===== src/dec_pkg.sv =====
// shared decode definitions
// instruction word union (r-type and csr views), debug command type,
// opcode / funct3 constants and csr addresses
package dec_pkg;

   typedef struct packed {
      logic [6:0] funct7;
      logic [4:0] rs2;
      logic [4:0] rs1;
      logic [2:0] funct3;
      logic [4:0] rd;
      logic [6:0] opcode;
   } rtype_t;

   typedef struct packed {
      logic [11:0] csr;       // csr number sits where funct7/rs2 would be
      logic [4:0]  rs1;
      logic [2:0]  funct3;
      logic [4:0]  rd;
      logic [6:0]  opcode;
   } csrtype_t;

   // one 32-bit word, decoded either way depending on opcode
   typedef union packed {
      logic [31:0] word;
      rtype_t      r;
      csrtype_t    c;
   } instr_u;

   typedef enum logic [1:0] {
      GPR = 2'd0,
      CSR = 2'd1,
      MEM = 2'd2              // abstract memory access, not handled here
   } dbg_type_e;

   localparam logic [6:0] OPC_OP     = 7'b0110011;
   localparam logic [6:0] OPC_SYSTEM = 7'b1110011;

   localparam logic [2:0] F3_OR    = 3'b110;
   localparam logic [2:0] F3_CSRRW = 3'b001;
   localparam logic [2:0] F3_CSRRS = 3'b010;

   localparam logic [11:0] CSR_MSCRATCH = 12'h340;
   localparam logic [11:0] CSR_MEPC     = 12'h341;
   localparam logic [11:0] CSR_DCSR     = 12'h7b0;
   localparam logic [11:0] CSR_DPC      = 12'h7b1;
   localparam logic [11:0] CSR_DFENCE   = 12'h7c4;  // debug-only fence, no storage

endpackage


===== src/dec_slot_if.sv =====
// decode slot bundle between the control block and the D-stage consumers
// ctl modport fills the slot, dec modport reads it
`timescale 1ns/10ps

interface dec_slot_if #(
   parameter int XLEN = 32
);
   import dec_pkg::*;

   logic            valid;      // slot holds an item this cycle
   logic            debug;      // item came from a debug command
   instr_u          instr;
   logic [31:1]     pc;
   logic            pc4;        // carried along, no compressed expansion
   logic            fault;      // icaf or dbecc on the fetch
   logic            wdata_rs1;  // steer debug write data onto rs1
   logic [XLEN-1:0] wdata;

   modport ctl (output valid, debug, instr, pc, pc4, fault, wdata_rs1, wdata);
   modport dec (input  valid, debug, instr, pc, pc4, fault, wdata_rs1, wdata);

endinterface


===== src/dec_alu.sv =====
// D-stage datapath
// rs1 source select (register or debug write data) and or / csr result mux
`timescale 1ns/10ps

module dec_alu #(
   parameter int XLEN = 32
) (
   dec_slot_if.dec         slot,
   input  logic [XLEN-1:0] rs1_data,
   input  logic [XLEN-1:0] rs2_data,
   input  logic [XLEN-1:0] csr_rdata,
   input  logic            sel_csr,
   output logic [XLEN-1:0] rs1_val,    // also the csr write data
   output logic [XLEN-1:0] result
);

   // halted core, a debug write rides in on rs1
   assign rs1_val = slot.wdata_rs1 ? slot.wdata : rs1_data;

   always_comb begin
      if (sel_csr)
         result = csr_rdata;           // csr ops return the old value
      else
         result = rs1_val | rs2_data;  // or, also the gpr read/write path
   end

endmodule


===== src/dec_csr.sv =====
// small csr file
// mscratch, mepc, dcsr, dpc; debug fence detection on 0x7c4
`timescale 1ns/10ps

module dec_csr #(
   parameter int XLEN = 32
) (
   input  logic            clk,
   input  logic            rst_n,
   input  logic [11:0]     addr,
   input  logic            we,
   input  logic            re,
   input  logic [XLEN-1:0] wdata,
   output logic [XLEN-1:0] rdata,
   output logic            dfence_hit
);
   import dec_pkg::*;

   logic [XLEN-1:0] mscratch;
   logic [XLEN-1:0] mepc;
   logic [XLEN-1:0] dcsr;
   logic [XLEN-1:0] dpc;

   always_ff @(posedge clk) begin
      if (!rst_n) begin
         mscratch <= '0;
         mepc     <= '0;
         dcsr     <= '0;
         dpc      <= '0;
      end else if (we) begin
         case (addr)
            CSR_MSCRATCH: mscratch <= wdata;
            CSR_MEPC:     mepc     <= wdata;
            CSR_DCSR:     dcsr     <= wdata;
            CSR_DPC:      dpc      <= wdata;
            default: ;                       // unknown address, write dropped
         endcase
      end
   end

   always_comb begin
      rdata = '0;  // unknown csr, and no read, give zero
      if (re) begin
         case (addr)
            CSR_MSCRATCH: rdata = mscratch;
            CSR_MEPC:     rdata = mepc;
            CSR_DCSR:     rdata = dcsr;
            CSR_DPC:      rdata = dpc;
            default:      rdata = '0;
         endcase
      end
   end

   assign dfence_hit = we & (addr == CSR_DFENCE);  // pulse only, nothing stored

endmodule


===== src/dec_dbg_xlate.sv =====
// debug abstract command to instruction translation
// gpr/csr reads and writes become or / csrrs / csrrw, memory commands are flagged
`timescale 1ns/10ps

module dec_dbg_xlate (
   input  logic               dbg_cmd_valid,
   input  logic               dbg_cmd_write,
   input  dec_pkg::dbg_type_e dbg_cmd_type,
   input  logic [11:0]        dbg_cmd_addr,
   output logic               dbg_take,        // command goes into the decode slot
   output dec_pkg::instr_u    dbg_instr,
   output logic               dbg_wdata_rs1,   // writes carry their data on rs1
   output logic               dbg_unsupported  // memory command, rejected
);
   import dec_pkg::*;

   logic [4:0] dreg;

   assign dreg = dbg_cmd_addr[4:0];  // gpr index is the low bits

   assign dbg_take        = dbg_cmd_valid & (dbg_cmd_type != MEM);
   assign dbg_unsupported = dbg_cmd_valid & (dbg_cmd_type == MEM);
   assign dbg_wdata_rs1   = dbg_take & dbg_cmd_write;

   always_comb begin
      dbg_instr.word = '0;  // undefined types decode as illegal
      case (dbg_cmd_type)
         GPR: begin
            dbg_instr.r.opcode = OPC_OP;
            dbg_instr.r.funct3 = F3_OR;
            if (dbg_cmd_write)
               dbg_instr.r.rd = dreg;   // or reg, x0, x0 with data forced on rs1
            else
               dbg_instr.r.rs1 = dreg;  // or x0, reg, x0
         end
         CSR: begin
            dbg_instr.c.opcode = OPC_SYSTEM;
            dbg_instr.c.csr    = dbg_cmd_addr;
            // rd and rs1 stay x0, old value comes back through the result path
            dbg_instr.c.funct3 = dbg_cmd_write ? F3_CSRRW : F3_CSRRS;
         end
         default: ;
      endcase
   end

endmodule


===== src/dec_gpr.sv =====
// integer register file
// 31 storage entries, x0 hardwired to zero, two async reads, one sync write
`timescale 1ns/10ps

module dec_gpr #(
   parameter int XLEN = 32
) (
   input  logic            clk,
   input  logic            rst_n,
   input  logic [4:0]      rs1_addr,
   input  logic [4:0]      rs2_addr,
   input  logic [4:0]      rd_addr,
   input  logic            we,
   input  logic [XLEN-1:0] wdata,
   output logic [XLEN-1:0] rs1_data,
   output logic [XLEN-1:0] rs2_data
);

   logic [XLEN-1:0] regs [1:31];  // no entry for x0

   always_ff @(posedge clk) begin
      if (!rst_n) begin
         for (int i = 1; i < 32; i++) begin
            regs[i] <= '0;
         end
      end else if (we && (rd_addr != 5'd0)) begin
         regs[rd_addr] <= wdata;  // visible to reads from the next cycle on
      end
   end

   // x0 reads back zero whatever was written
   assign rs1_data = (rs1_addr == 5'd0) ? '0 : regs[rs1_addr];
   assign rs2_data = (rs2_addr == 5'd0) ? '0 : regs[rs2_addr];

endmodule


===== src/dec_ib_ctl.sv =====
// decode slot control
// picks debug over fetch, registers the slot, drives retire and debug response strobes
`timescale 1ns/10ps

module dec_ib_ctl #(
   parameter int XLEN = 32
) (
   input  logic            clk,
   input  logic            rst_n,
   input  logic            ifu_valid,
   input  logic [31:0]     ifu_instr,
   input  logic [31:1]     ifu_pc,
   input  logic            ifu_pc4,
   input  logic            ifu_icaf,
   input  logic            ifu_dbecc,
   input  logic            dbg_take,
   input  dec_pkg::instr_u dbg_instr,
   input  logic            dbg_wdata_rs1,
   input  logic            dbg_unsupported,
   input  logic [XLEN-1:0] dbg_wdata,
   input  logic            illegal,           // from decode of the current slot
   input  logic            dfence_hit,        // csr saw a write to the fence address
   dec_slot_if.ctl         slot,
   output logic            ret_valid,
   output logic [31:1]     ret_pc,
   output logic            ret_fault,
   output logic            ret_illegal,
   output logic            dbg_resp_valid,
   output logic            dbg_fence,
   output logic            dbg_unsupported_d
);

   // control side of the slot
   always_ff @(posedge clk) begin
      if (!rst_n) begin
         slot.valid        <= 1'b0;
         slot.debug        <= 1'b0;
         slot.fault        <= 1'b0;
         slot.wdata_rs1    <= 1'b0;
         dbg_unsupported_d <= 1'b0;
      end else begin
         slot.valid        <= dbg_take | ifu_valid;        // debug wins, fetch is dropped
         slot.debug        <= dbg_take;
         slot.fault        <= ~dbg_take & ifu_valid & (ifu_icaf | ifu_dbecc);
         slot.wdata_rs1    <= dbg_take & dbg_wdata_rs1;
         dbg_unsupported_d <= dbg_unsupported;             // lines up with the response cycle
      end
   end

   // payload side
   always_ff @(posedge clk) begin
      slot.instr.word <= dbg_take ? dbg_instr.word : ifu_instr;
      slot.pc         <= ifu_pc;
      slot.pc4        <= ifu_pc4;
      slot.wdata      <= dbg_wdata;
   end

   assign ret_valid      = slot.valid & ~slot.debug;
   assign ret_pc         = slot.pc;
   assign ret_fault      = ret_valid & slot.fault;
   assign ret_illegal    = ret_valid & ~slot.fault & illegal;  // a fault takes precedence
   assign dbg_resp_valid = slot.valid & slot.debug;
   assign dbg_fence      = dbg_resp_valid & dfence_hit;

endmodule


===== src/dec_instr_decode.sv =====
// D-stage decoder
// views the slot word as r-type or csr type, produces gpr/csr controls and illegal
`timescale 1ns/10ps

module dec_instr_decode (
   dec_slot_if.dec slot,
   output logic [4:0]  rs1_addr,
   output logic [4:0]  rs2_addr,
   output logic [4:0]  rd_addr,
   output logic        gpr_we,
   output logic [11:0] csr_addr,
   output logic        csr_we,
   output logic        csr_re,
   output logic        sel_csr,   // result comes from the csr old value
   output logic        illegal
);
   import dec_pkg::*;

   logic is_sys;
   logic is_or;
   logic is_csrrw;
   logic is_csrrs;
   logic ok;

   assign is_sys = (slot.instr.c.opcode == OPC_SYSTEM);

   // r-type view
   assign is_or = (slot.instr.r.opcode == OPC_OP) &
                  (slot.instr.r.funct3 == F3_OR) &
                  (slot.instr.r.funct7 == 7'd0);

   // csr view
   assign is_csrrw = is_sys & (slot.instr.c.funct3 == F3_CSRRW);
   assign is_csrrs = is_sys & (slot.instr.c.funct3 == F3_CSRRS);

   // rs1 and rd sit in the same bits in both views
   assign rs1_addr = slot.instr.r.rs1;
   assign rd_addr  = slot.instr.r.rd;

   assign rs2_addr = is_sys ? 5'd0 : slot.instr.r.rs2;  // csr ops have no rs2
   assign csr_addr = slot.instr.c.csr;

   assign ok = slot.valid & ~slot.fault;  // faulted fetches never update state

   assign sel_csr = is_csrrw | is_csrrs;
   assign gpr_we  = ok & (is_or | sel_csr) & (rd_addr != 5'd0);  // x0 stays zero
   assign csr_re  = ok & sel_csr;
   assign csr_we  = ok & (is_csrrw | (is_csrrs & (rs1_addr != 5'd0)));  // csrrs x0 reads only

   assign illegal = ~(is_or | is_csrrw | is_csrrs);

endmodule


===== src/dec_top.sv =====
// decode front end top level
// debug translation, slot control, decoder, register file, csr file and datapath
`timescale 1ns/10ps

module dec_top #(
   parameter int XLEN = 32
) (
   input  logic            clk,
   input  logic            rst_n,
   input  logic            ifu_valid,
   input  logic [31:0]     ifu_instr,
   input  logic [31:1]     ifu_pc,
   input  logic            ifu_pc4,
   input  logic            ifu_icaf,
   input  logic            ifu_dbecc,
   input  logic            dbg_cmd_valid,
   input  logic            dbg_cmd_write,
   input  logic [1:0]      dbg_cmd_type,
   input  logic [11:0]     dbg_cmd_addr,
   input  logic [XLEN-1:0] dbg_wdata,
   output logic            dbg_resp_valid,
   output logic [XLEN-1:0] dbg_rdata,
   output logic            dbg_fence,
   output logic            dbg_unsupported,
   output logic            ret_valid,
   output logic [31:1]     ret_pc,
   output logic            ret_fault,
   output logic            ret_illegal
);
   import dec_pkg::*;

   logic            dbg_take;
   instr_u          dbg_instr;
   logic            dbg_wdata_rs1;
   logic            dbg_unsup;       // combinational reject, delayed in ib_ctl
   logic            illegal;
   logic            dfence_hit;
   logic [4:0]      rs1_addr;
   logic [4:0]      rs2_addr;
   logic [4:0]      rd_addr;
   logic            gpr_we;
   logic [11:0]     csr_addr;
   logic            csr_we;
   logic            csr_re;
   logic            sel_csr;
   logic [XLEN-1:0] rs1_data;
   logic [XLEN-1:0] rs2_data;
   logic [XLEN-1:0] csr_rdata;
   logic [XLEN-1:0] rs1_val;

   dec_slot_if #(.XLEN(XLEN)) slot ();

   dec_dbg_xlate u_xlate (
      .dbg_cmd_valid  (dbg_cmd_valid),
      .dbg_cmd_write  (dbg_cmd_write),
      .dbg_cmd_type   (dbg_type_e'(dbg_cmd_type)),
      .dbg_cmd_addr   (dbg_cmd_addr),
      .dbg_take       (dbg_take),
      .dbg_instr      (dbg_instr),
      .dbg_wdata_rs1  (dbg_wdata_rs1),
      .dbg_unsupported(dbg_unsup)
   );

   dec_ib_ctl #(.XLEN(XLEN)) u_ib_ctl (
      .clk              (clk),
      .rst_n            (rst_n),
      .ifu_valid        (ifu_valid),
      .ifu_instr        (ifu_instr),
      .ifu_pc           (ifu_pc),
      .ifu_pc4          (ifu_pc4),
      .ifu_icaf         (ifu_icaf),
      .ifu_dbecc        (ifu_dbecc),
      .dbg_take         (dbg_take),
      .dbg_instr        (dbg_instr),
      .dbg_wdata_rs1    (dbg_wdata_rs1),
      .dbg_unsupported  (dbg_unsup),
      .dbg_wdata        (dbg_wdata),
      .illegal          (illegal),
      .dfence_hit       (dfence_hit),
      .slot             (slot.ctl),
      .ret_valid        (ret_valid),
      .ret_pc           (ret_pc),
      .ret_fault        (ret_fault),
      .ret_illegal      (ret_illegal),
      .dbg_resp_valid   (dbg_resp_valid),
      .dbg_fence        (dbg_fence),
      .dbg_unsupported_d(dbg_unsupported)
   );

   dec_instr_decode u_decode (
      .slot    (slot.dec),
      .rs1_addr(rs1_addr),
      .rs2_addr(rs2_addr),
      .rd_addr (rd_addr),
      .gpr_we  (gpr_we),
      .csr_addr(csr_addr),
      .csr_we  (csr_we),
      .csr_re  (csr_re),
      .sel_csr (sel_csr),
      .illegal (illegal)
   );

   // result feeds both the gpr write port and the debug read data
   dec_gpr #(.XLEN(XLEN)) u_gpr (
      .clk     (clk),
      .rst_n   (rst_n),
      .rs1_addr(rs1_addr),
      .rs2_addr(rs2_addr),
      .rd_addr (rd_addr),
      .we      (gpr_we),
      .wdata   (dbg_rdata),
      .rs1_data(rs1_data),
      .rs2_data(rs2_data)
   );

   dec_csr #(.XLEN(XLEN)) u_csr (
      .clk       (clk),
      .rst_n     (rst_n),
      .addr      (csr_addr),
      .we        (csr_we),
      .re        (csr_re),
      .wdata     (rs1_val),
      .rdata     (csr_rdata),
      .dfence_hit(dfence_hit)
   );

   dec_alu #(.XLEN(XLEN)) u_alu (
      .slot     (slot.dec),
      .rs1_data (rs1_data),
      .rs2_data (rs2_data),
      .csr_rdata(csr_rdata),
      .sel_csr  (sel_csr),
      .rs1_val  (rs1_val),
      .result   (dbg_rdata)
   );

endmodule


===== config.mk =====
export PLATFORM = sky130hd
export DESIGN_NAME = dec_top
export DESIGN_NICKNAME = d
export VERILOG_FILES = /design/src/dec_pkg.sv /design/src/dec_slot_if.sv /design/src/dec_alu.sv /design/src/dec_csr.sv /design/src/dec_dbg_xlate.sv /design/src/dec_gpr.sv /design/src/dec_ib_ctl.sv /design/src/dec_instr_decode.sv /design/src/dec_top.sv
export SDC_FILE = /design/constraint.sdc
export NUM_CORES = 2
export LEC_CHECK = 0
export BUFFER_PORTS_ARGS = -buffer_cell sky130_fd_sc_hd__buf_2
export CORE_AREA = 2 2 510 512
export DETAILED_ROUTE_END_ITERATION = 7
export DIE_AREA = 0 0 512 514
export GPL_TIMING_DRIVEN = 0
export SYNTH_ARGS = -nofsm -noshare
export SYNTH_HDL_FRONTEND = slang
export SYNTH_SLANG_ARGS = --single-unit
export TNS_END_PERCENT = 20

===== constraint.sdc =====
create_clock -name clk -period 4.3 [get_ports clk]
set_input_delay 0.43 -clock clk [delete_from_list [all_inputs] [get_ports clk]]
set_output_delay 0.43 -clock clk [all_outputs]
set_load 0.02 [all_outputs]

==> summary.txt <==
Timing
  • Setup_tns: -26.94 ns
  • Final period util: 1.15
  • Setup Skew: 0.0639 ns
  • Hold Fails Final Rpt: 0
  • Fin Hold WS: 0.0620 ns
  • Setup violators final: 140
  • Measured slew at the worst slew-check pin: 1.39 ns
  • Unrepaired setup endpoints after global routing: yes
  • Slew HR: 0.0730
  • Pins over their slew limit: 0
  • Worst setup margin: -0.644 ns
  • F_max: 202 MHz
  • Minimum clock period after layout: 4.94 ns

Global route
  • Global-route wire length before repair: 429,000 µm
  • Largest net degree at the start of global routing: 32
  • Total global-route track usage: 0.236
  • Antenna violations before repair: 22
  • Number of global-route vias before repair: 50,800
  • Gr ovfl total: 0

Logic synthesis
  • Post-synth cell types: 86
  • Syn avg cell area: 12.1 µm²
  • Post-Syn Area: 0.0615 mm²
  • Post-synthesis sequential area ratio: 0.574
  • Top cell type by total area after synthesis: edfxtp_1
  • FFs w/ async S/R, synth: 0
  • Ys Warns: 0
  • Post-synth EDFFs: 1,024
  • Cells after Synth: 5,081
  • FF+latch count, synth: 1,252
  • Top cell type's share of synthesized area: 0.500
  • Synth area leaders: edfxtp_1 50%, dfxtp_1 7.4%, mux4_2 6.8%, nor2_1 5.3%, mux2i_1 4.1%
  • Main synth FF type: edfxtp_1
  • Most common cell in the netlist: edfxtp_1
  • Synth top cells by count: 1,024 x edfxtp_1, 862 x nor2_1, 319 x nor3_1, 264 x clkbuf_1, 254 x mux2i_1

Setup path
  • CP arrival: 4.51 ns
  • Crit path max fanout: 6
  • Cell family with most CP delay: compound AO/OA/AOI/OAI gates
  • Crit path largest cell delay: 0.89 ns
  • Crit path max-delay cell type: a222oi_1
  • Classification of the worst setup path: flip-flop to output pin
  • CP Cell Sequence: buf_12 > nand4_1 > o2bb2ai_4 > clkbuf_16 > a222oi_1 > o22ai_1 > nor3_2 > a31o_4 > buf_8 > inv_4 > buf_6
  • CP endpoint kind: output pin
  • Critical path required time: 3.87 ns
  • Worst Path Buf+Inv: 5
  • Crit start category: flip-flop

Placed design
  • Dpl cells: 8,730
  • HPWL Detailed: 233,000 µm
  • # port buffers: 182
  • GP Congestion: 1.04

CTS
  • CTS Sinks: 1,252
  • Cts bufs inserted: 157
  • H-tree lvl count: 4
  • Clk Tree Root Cell: clkbuf_16
  • Clock slew seen by the registers of the worst setup and hold paths: 0.06 ns
  • Clock buffer depth: 4
  • CTS tree: done
  • Worst skew pair latency: 0.85 ns

Routing
  • WL final: 323,000 µm
  • DRC viols: 1
  • Initial drt markers: 9,751
  • TritonRoute pass-1 iters: 8
  • Routed Antenna Nets: 0
  • Via density: 5.71
  • Drt wl/cell: 34.6 µm
  • Total number of vias: 53,400

Layout
  • Final cell count without fillers: 9,339
  • Final #Nets: 5,931
  • Area Overhead vs Synth: 30.4%
  • Fraction of layout cells with a size suffix above 1: 0.307

Die
  • Die Height: 514 µm
  • Total I/O pin count: 186
  • Starting Density: 0.238
  • Site Rows: 187
  • Full die area: 0.263 mm²
  • Core area: 0.258 mm²
  • Die W: 512 µm

Outcome
  • Status: finished with violations
  • Failing checks: design-rule violations, negative setup slack

Run
  • Max_cap viols: 0

Pwr
  • Worst IR drop on VDD: 0.327 mV
  • P_leak: 29.4 nW
  • Pwr dens: 438 mW/mm²

Hold path
  • Worst hold path type: input pin to flip-flop
[worst min-delay path, delay by kind of cell]
| family | cells | cell delay, ns |
|---|---|---|
| buffers and inverters | 1 | 0.13 |
| AND/OR/NAND/NOR | 1 | 0.18 |
| AO/OA/AOI/OAI | 1 | 0.14 |
[worst paths after layout]
check                                         endpoint  cells past startpoint  slack (ns)                    start
worst max-delay path                      dbg_rdata[9]                     11       -0.64  u_ib_ctl.slot.instr[20]
worst min register to register          u_csr.mepc[28]                      2        0.47           u_csr.mepc[28]
worst min-delay path            u_ib_ctl.slot.instr[0]                      3        0.06          dbg_cmd_type[0]
worst max register to register      u_gpr.regs[16][11]                     13       -0.36  u_ib_ctl.slot.instr[20]
[power breakdown]
part | leakage (nW) | total (mW) | internal [mW] | switching (mW)
sequential | 12.4 | 13.9 | 13.5 | 0.323
clock | 2.38 | 13.1 | 7.54 | 5.57
combinational | 14.5 | 8.19 | 2.81 | 5.38
[sequential cells by signal, indices dropped and copies added (netlist names)]
name                        cells
u_csr.dcsr                     32
u_csr.dpc                      32
u_csr.mepc                     32
u_csr.mscratch                 32
u_gpr.regs                   1024
u_ib_ctl.dbg_unsupported_d      1
u_ib_ctl.ret_pc                31
u_ib_ctl.slot.debug             1
u_ib_ctl.slot.fault             1
u_ib_ctl.slot.instr            32
u_ib_ctl.slot.valid             1
u_ib_ctl.slot.wdata            32
u_ib_ctl.slot.wdata_rs1         1
[placed cells by master, fill, tap and decap left out, drive strengths merged, types with 146 or more instances in the layout]
cell type and count:
buf 707, o22ai 146, clkbuf 458, mux4 200, nor2 863, mux2 157
dfxtp 228, a21oi 198, mux2i 254, edfxtp 1024, nor3 320, nand2 201
[logic make-up after synthesis]
logic type / count (synthesis) / synth area share
other cells: 1 / 0.0000610
mux: 611 / 0.144
compound gates: 1025 / 0.120
xor+xnor: 1 / 0.000142
flops: 1252 / 0.574
simple gates: 1559 / 0.111
buf+inv: 632 / 0.0503
[metal layers]
metal / vias to the layer above / track usage / part of all wire
met4: 27 / 0.119 / 0.060
li1: 20900 / - / -
met2: 4753 / 0.337 / 0.41
met5: - / 0.00402 / 0.0011
met3: 944 / 0.122 / 0.17
met1: 26700 / 0.288 / 0.36
[area by class of cell]
| class | count | area [µm²] |
|---|---|---|
| Antenna cell | 8 | 20.0 |
| Buffer | 508 | 4370 |
| Clock buffer | 201 | 4190 |
| Clock inverter | 73 | 694 |
| Fill cell | 25800 | 178000 |
| Inverter | 93 | 397 |
| Multi-Input combinational cell | 3229 | 25600 |
| Sequential cell | 1252 | 35300 |
| Tap cell | 3402 | 4260 |
| Timing Repair Buffer | 573 | 5270 |
[metrics by stage]
| stage | utilization | power (mW) | setup slack [ns] | area (µm²) |
|---|---|---|---|---|
| 3_5_place_dp | 0.262 | 19.9 | -2.83 | 67600 |
| 4_1_cts | 0.310 | 34.6 | -0.281 | 79900 |
| 5_1_grt | 0.311 | 35.6 | -0.388 | 80200 |
| 6_report | 0.311 | 35.2 | -0.644 | 80200 |
| 2_1_floorplan | - | 17.1 | 0.924 | 61600 |
| 3_3_place_gp | 0.259 | 19.8 | -2.81 | 66800 |
[repair_timing]
| item | CTS | global route |
|---|---|---|
| hold buffers | 115 | 0 |
| gates cloned | 9 | 0 |
| endpoints found under the setup margin | 2161 | 969 |
| pin swaps | 185 | 78 |
| endpoints found under the hold margin | 100 | 0 |
| buffers inserted | 218 | 19 |
| gates resized for setup | 1164 | 83 |
Note: power is estimated with default switching activity, not from simulation.
